**src/verilog/issue_pkg.sv**
```systemverilog
`default_nettype none

package issue_pkg;

    // issue queue geometry
    localparam int IQ_SIZE  = 8;
    localparam int IQ_IDX_W = 3;
    localparam int IQ_CNT_W = 4;

    // physical register file
    localparam int PREG_NUM = 64;
    localparam int PREG_W   = 6;
    localparam int XLEN     = 32;

    localparam int ROB_W    = 5;

    typedef logic [PREG_W-1:0] preg_t;
    typedef logic [XLEN-1:0]   word_t;
    typedef logic [ROB_W-1:0]  rob_t;

    // port 1 takes alu1 and branch, port 2 takes alu2 and special
    typedef enum logic [1:0] {
        op_alu1,
        op_branch,
        op_alu2,
        op_sp
    } iq_op_e;

endpackage

`default_nettype wire

```
**src/verilog/issue_select.sv**
```systemverilog
`timescale 1ns/10ps
`default_nettype none

module issue_select
    import issue_pkg::*;
(
    input  logic [IQ_SIZE-1:0]   ent_valid,
    input  logic [IQ_SIZE-1:0]   ent_src_ready,
    input  iq_op_e [IQ_SIZE-1:0] ent_op,
    input  preg_t [IQ_SIZE-1:0]  ent_dest,
    input  logic [IQ_SIZE-1:0]   ent_rf_we,
    output logic                 sel1_valid,
    output logic                 sel2_valid,
    output logic [IQ_IDX_W-1:0]  sel1_idx,
    output logic [IQ_IDX_W-1:0]  sel2_idx,
    output preg_t                sel1_dest,
    output preg_t                sel2_dest
);

    logic [IQ_SIZE-1:0] req1, req2;

    // lowest requesting index is the oldest, msb flags a hit
    function automatic logic [IQ_IDX_W:0] oldest(logic [IQ_SIZE-1:0] req);
        logic [IQ_IDX_W:0] res;
        res = '0;
        for (int i = IQ_SIZE - 1; i >= 0; i--) begin
            if (req[i]) begin
                res = {1'b1, IQ_IDX_W'(i)};
            end
        end
        return res;
    endfunction

    always_comb begin
        for (int i = 0; i < IQ_SIZE; i++) begin
            req1[i] = ent_valid[i] && ent_src_ready[i]
                   && (ent_op[i] == op_alu1 || ent_op[i] == op_branch);
            req2[i] = ent_valid[i] && ent_src_ready[i]
                   && (ent_op[i] == op_alu2 || ent_op[i] == op_sp);
        end
    end

    assign {sel1_valid, sel1_idx} = oldest(req1);
    assign {sel2_valid, sel2_idx} = oldest(req2);

    // special ops have long latency and only wake at writeback
    assign sel1_dest = (sel1_valid && ent_rf_we[sel1_idx]) ? ent_dest[sel1_idx] : '0;
    assign sel2_dest = (sel2_valid && ent_rf_we[sel2_idx] && ent_op[sel2_idx] != op_sp)
                     ? ent_dest[sel2_idx] : '0;

endmodule

`default_nettype wire

```
**config.mk**
```make
export PLATFORM = sky130hd
export DESIGN_NAME = issue_select
export DESIGN_NICKNAME = d
export VERILOG_FILES = /design/src/verilog/issue_pkg.sv /design/src/verilog/issue_select.sv
export SDC_FILE = /design/constraint.sdc
export NUM_CORES = 1
export LEC_CHECK = 0
export ABC_AREA = 0
export BUFFER_PORTS_ARGS = -buffer_cell sky130_fd_sc_hd__buf_2
export CELL_PAD_IN_SITES_DETAIL_PLACEMENT = 0
export CELL_PAD_IN_SITES_GLOBAL_PLACEMENT = 1
export CORE_UTILIZATION = 30
export DETAILED_ROUTE_END_ITERATION = 16
export PLACE_DENSITY = 0.94
export REMOVE_ABC_BUFFERS = 1
export SETUP_SLACK_MARGIN = 0.4
export SLEW_MARGIN = 10
export SYNTH_ARGS = -nofsm -noshare
export SYNTH_HDL_FRONTEND = slang
export SYNTH_SLANG_ARGS = --single-unit
```
**constraint.sdc**
```tcl
create_clock -name vclk -period 3.24
set_input_delay 0 -clock vclk [all_inputs]
set_output_delay 0 -clock vclk [all_outputs]
set_load 0.05 [all_outputs]
```
==> results.yml <==
run_status:
  status: "finished, final reports clean"
logic_synthesis:
  synthCells: 158
  synthTopCellsByArea: "mux4_1, mux2i_1, mux4_2"
  netlist_area_mm2: 0.00134
  yosys.area_share.simple_pct: 28.3
  synthXorXnorAreaFrac_pct: 0
  synth_top_cell_area_share_pct: 11.8
  ys_warn_count: 0
  synth_adder_area_share_pct: 0
  synth-compound-area-share_pct: 34.0
  synthMuxAreaShare_pct: 33.1
  netlist-cell-type-count: 45
  synth_top_family_by_area: "compound AO/OA/AOI/OAI gates"
  avgSynthCellArea_um2: 8.48
  synth_area_leader_cell: "mux4_1"
  ys_seq_area_share_pct: 0
routing:
  viasPerCell: 5.69
  route.detailed.drc: 0
  drtIter0Drc: 76
  totalWireLength_um: 4790
  drt_pass1_iterations: 5
  routedWlPerCell_um: 15.6
  vias: 1748
  postRouteAntennaNets: 0
die:
  coreArea_mm2: 0.00414
  start_util_pct: 32.3
  io_pins: 108
  die_w_um: 68.8
  die_h_um: 68.8
  rows: 23
  die_area_mm2: 0.00474
timing:
  tightestPinTransition_ps: 862
  fin_crit_sh_pct: 71.9
  fmax_mhz: 429
  drv_slew: 0
  rsz0062_at_grt: "false"
  fin_crit_ps: 2330
  hold_viol: 0
  slew_headroom_pct: 42.5
  tns_ps: 0
  setup-violations-final: 0
setup_path:
  crit_path_cell_trace: "buf_2 -> nand3_1 -> and3_1 -> a211o_1 -> mux2i_1 -> a221oi_1 -> a21oi_1 -> buf_2"
  cp_data_required_time_ps: 3240
  crit_fanout: 16
  cp_common_cell: "buf_2"
  cp.depth: 8
  cp_top_family: "compound AO/OA/AOI/OAI gates"
  crit_arrival_ps: 2330
  end_kind: "output pin"
  cp_slowest_cell: "a221oi_1"
  crit_type: "in2out"
  worst_setup_path_start_kind: "input pin"
  critPathMaxStageDelay_ps: 780
  critPathBufInv: 2
global_routing:
  grt_max_degree: 18
  antenna_found_initial: 0
  grt_pass1_wl_um: 6840
  grt_pass1_vias: 1538
  grtUsageTotal_pct: 18.7
  grt_overflow: 0
cells_and_area:
  area_growth_pct: 41.2
  diodes: 0
  finalCoreUtilization_pct: 45.7
  n_clock_buffer: 0
  drive_above_1_share_pct: 49.4
  fin_nets: 347
  area.sequential_um2: 0
  seq_cells: 0
  instances_no_fill: 307
pwr:
  power_density_mw_per_mm2: 231
  p_int_w: 0.000169
  netSwitchingPower_w: 0.000268
  leakagePower_nw: 0.941
  seq_power_share_pct: 0
  ir_worst_vdd_uv: 73.5
  pwr-share-comb_pct: 100.0
  switching_share_pct: 61.4
  pwr-share-clk_pct: 0
place:
  io_buffers: 108
  dp_hpwl_um: 3940
  dp_cells: 307
  gp_congestion: 0.839
min_path:
  min_path_type: "in2out"
  hold_depth: 4
clocking:
  cts_resized: 0
  ctsHoldBuffers: 0
  cts_setup_buffers: 0
flow_run:
  drv_cap: 0
==> Yosys cell counts (6+ instances only) <==
| cell type | number |
|---|---|
| a211o_1 | 7 |
| a21oi_1 | 7 |
| a22o_1 | 6 |
| mux2i_1 | 15 |
| mux4_1 | 6 |
| mux4_2 | 6 |
| nand2_1 | 14 |
| nand3_1 | 7 |
| nor2_1 | 6 |
| nor3_1 | 10 |
| o22ai_1 | 7 |
| or3_1 | 8 |
==> power groups by stage <==
stage	Combinational (W)	Sequential (W)	Clock (W)
floorplan	0.000303	0	0
global placement	0.000432	0	0
detailed placement	0.000435	0	0
CTS	0.000436	0	0
global route	0.000465	0	0
finish	0.000436	0	0
==> cell families after synthesis <==
group | after synthesis
AO/OA/AOI/OAI | 53
buffers and inverters | 12
AND/OR/NAND/NOR | 66
multiplexers | 27
==> through the flow <==
stage          hold WS [ps]  instance area, µm²  setup slack [ps]  total power [W]
6_report                547                1890               911         0.000436
5_1_grt                 564                1890               747         0.000465
4_1_cts                 549                1890               918         0.000436
3_5_place_dp            548                1890               904         0.000435
3_3_place_gp            562                1890               967         0.000432
2_1_floorplan           352                1290               808         0.000303
==> path summary, 6_finish.rpt <==
kind                          from      endpoint
worst min-delay path  ent_dest[10]  sel2_dest[4]
worst max-delay path     ent_op[9]  sel2_dest[0]
==> cell usage in the layout (no fill, tap or decap), types with 2 or more instances in the layout <==
cell	synthesis	final
a211o_1	7	7
a21boi_0	4	4
a21oi_1	7	7
a22o_1	6	6
and2_1	3	3
and3_1	4	4
buf_2	5	108
inv_1	2	2
mux2i_1	15	15
mux4_1	6	6
mux4_2	6	6
nand2_1	14	14
nand3_1	7	7
nand3_2	2	2
nand3b_1	2	2
nand4_1	3	3
nor2_1	6	6
nor3_1	10	10
o21ai_0	5	5
o221ai_1	5	5
o22ai_1	7	7
or3_1	8	8
==> layout make-up <==
class / count / area, µm²
Multi-Input combinational cell: 146 / 1280
Timing Repair Buffer: 108 / 541
Inverter: 3 / 11.3
Fill cell: 446 / 2250
Tap cell: 50 / 62.6
==> layer usage <==
layer	share of wire [%]	GRT usage (%)	vias to the layer above	wire, µm
li1	-	-	860	-
met1	44	24.7	815	2100
met2	49	34.9	71	2350
met3	6.8	0.658	2	325
met4	0.40	1.02	0	19
met5	0	0	-	0
No activity file was read; power rests on OpenSTA's default activity.
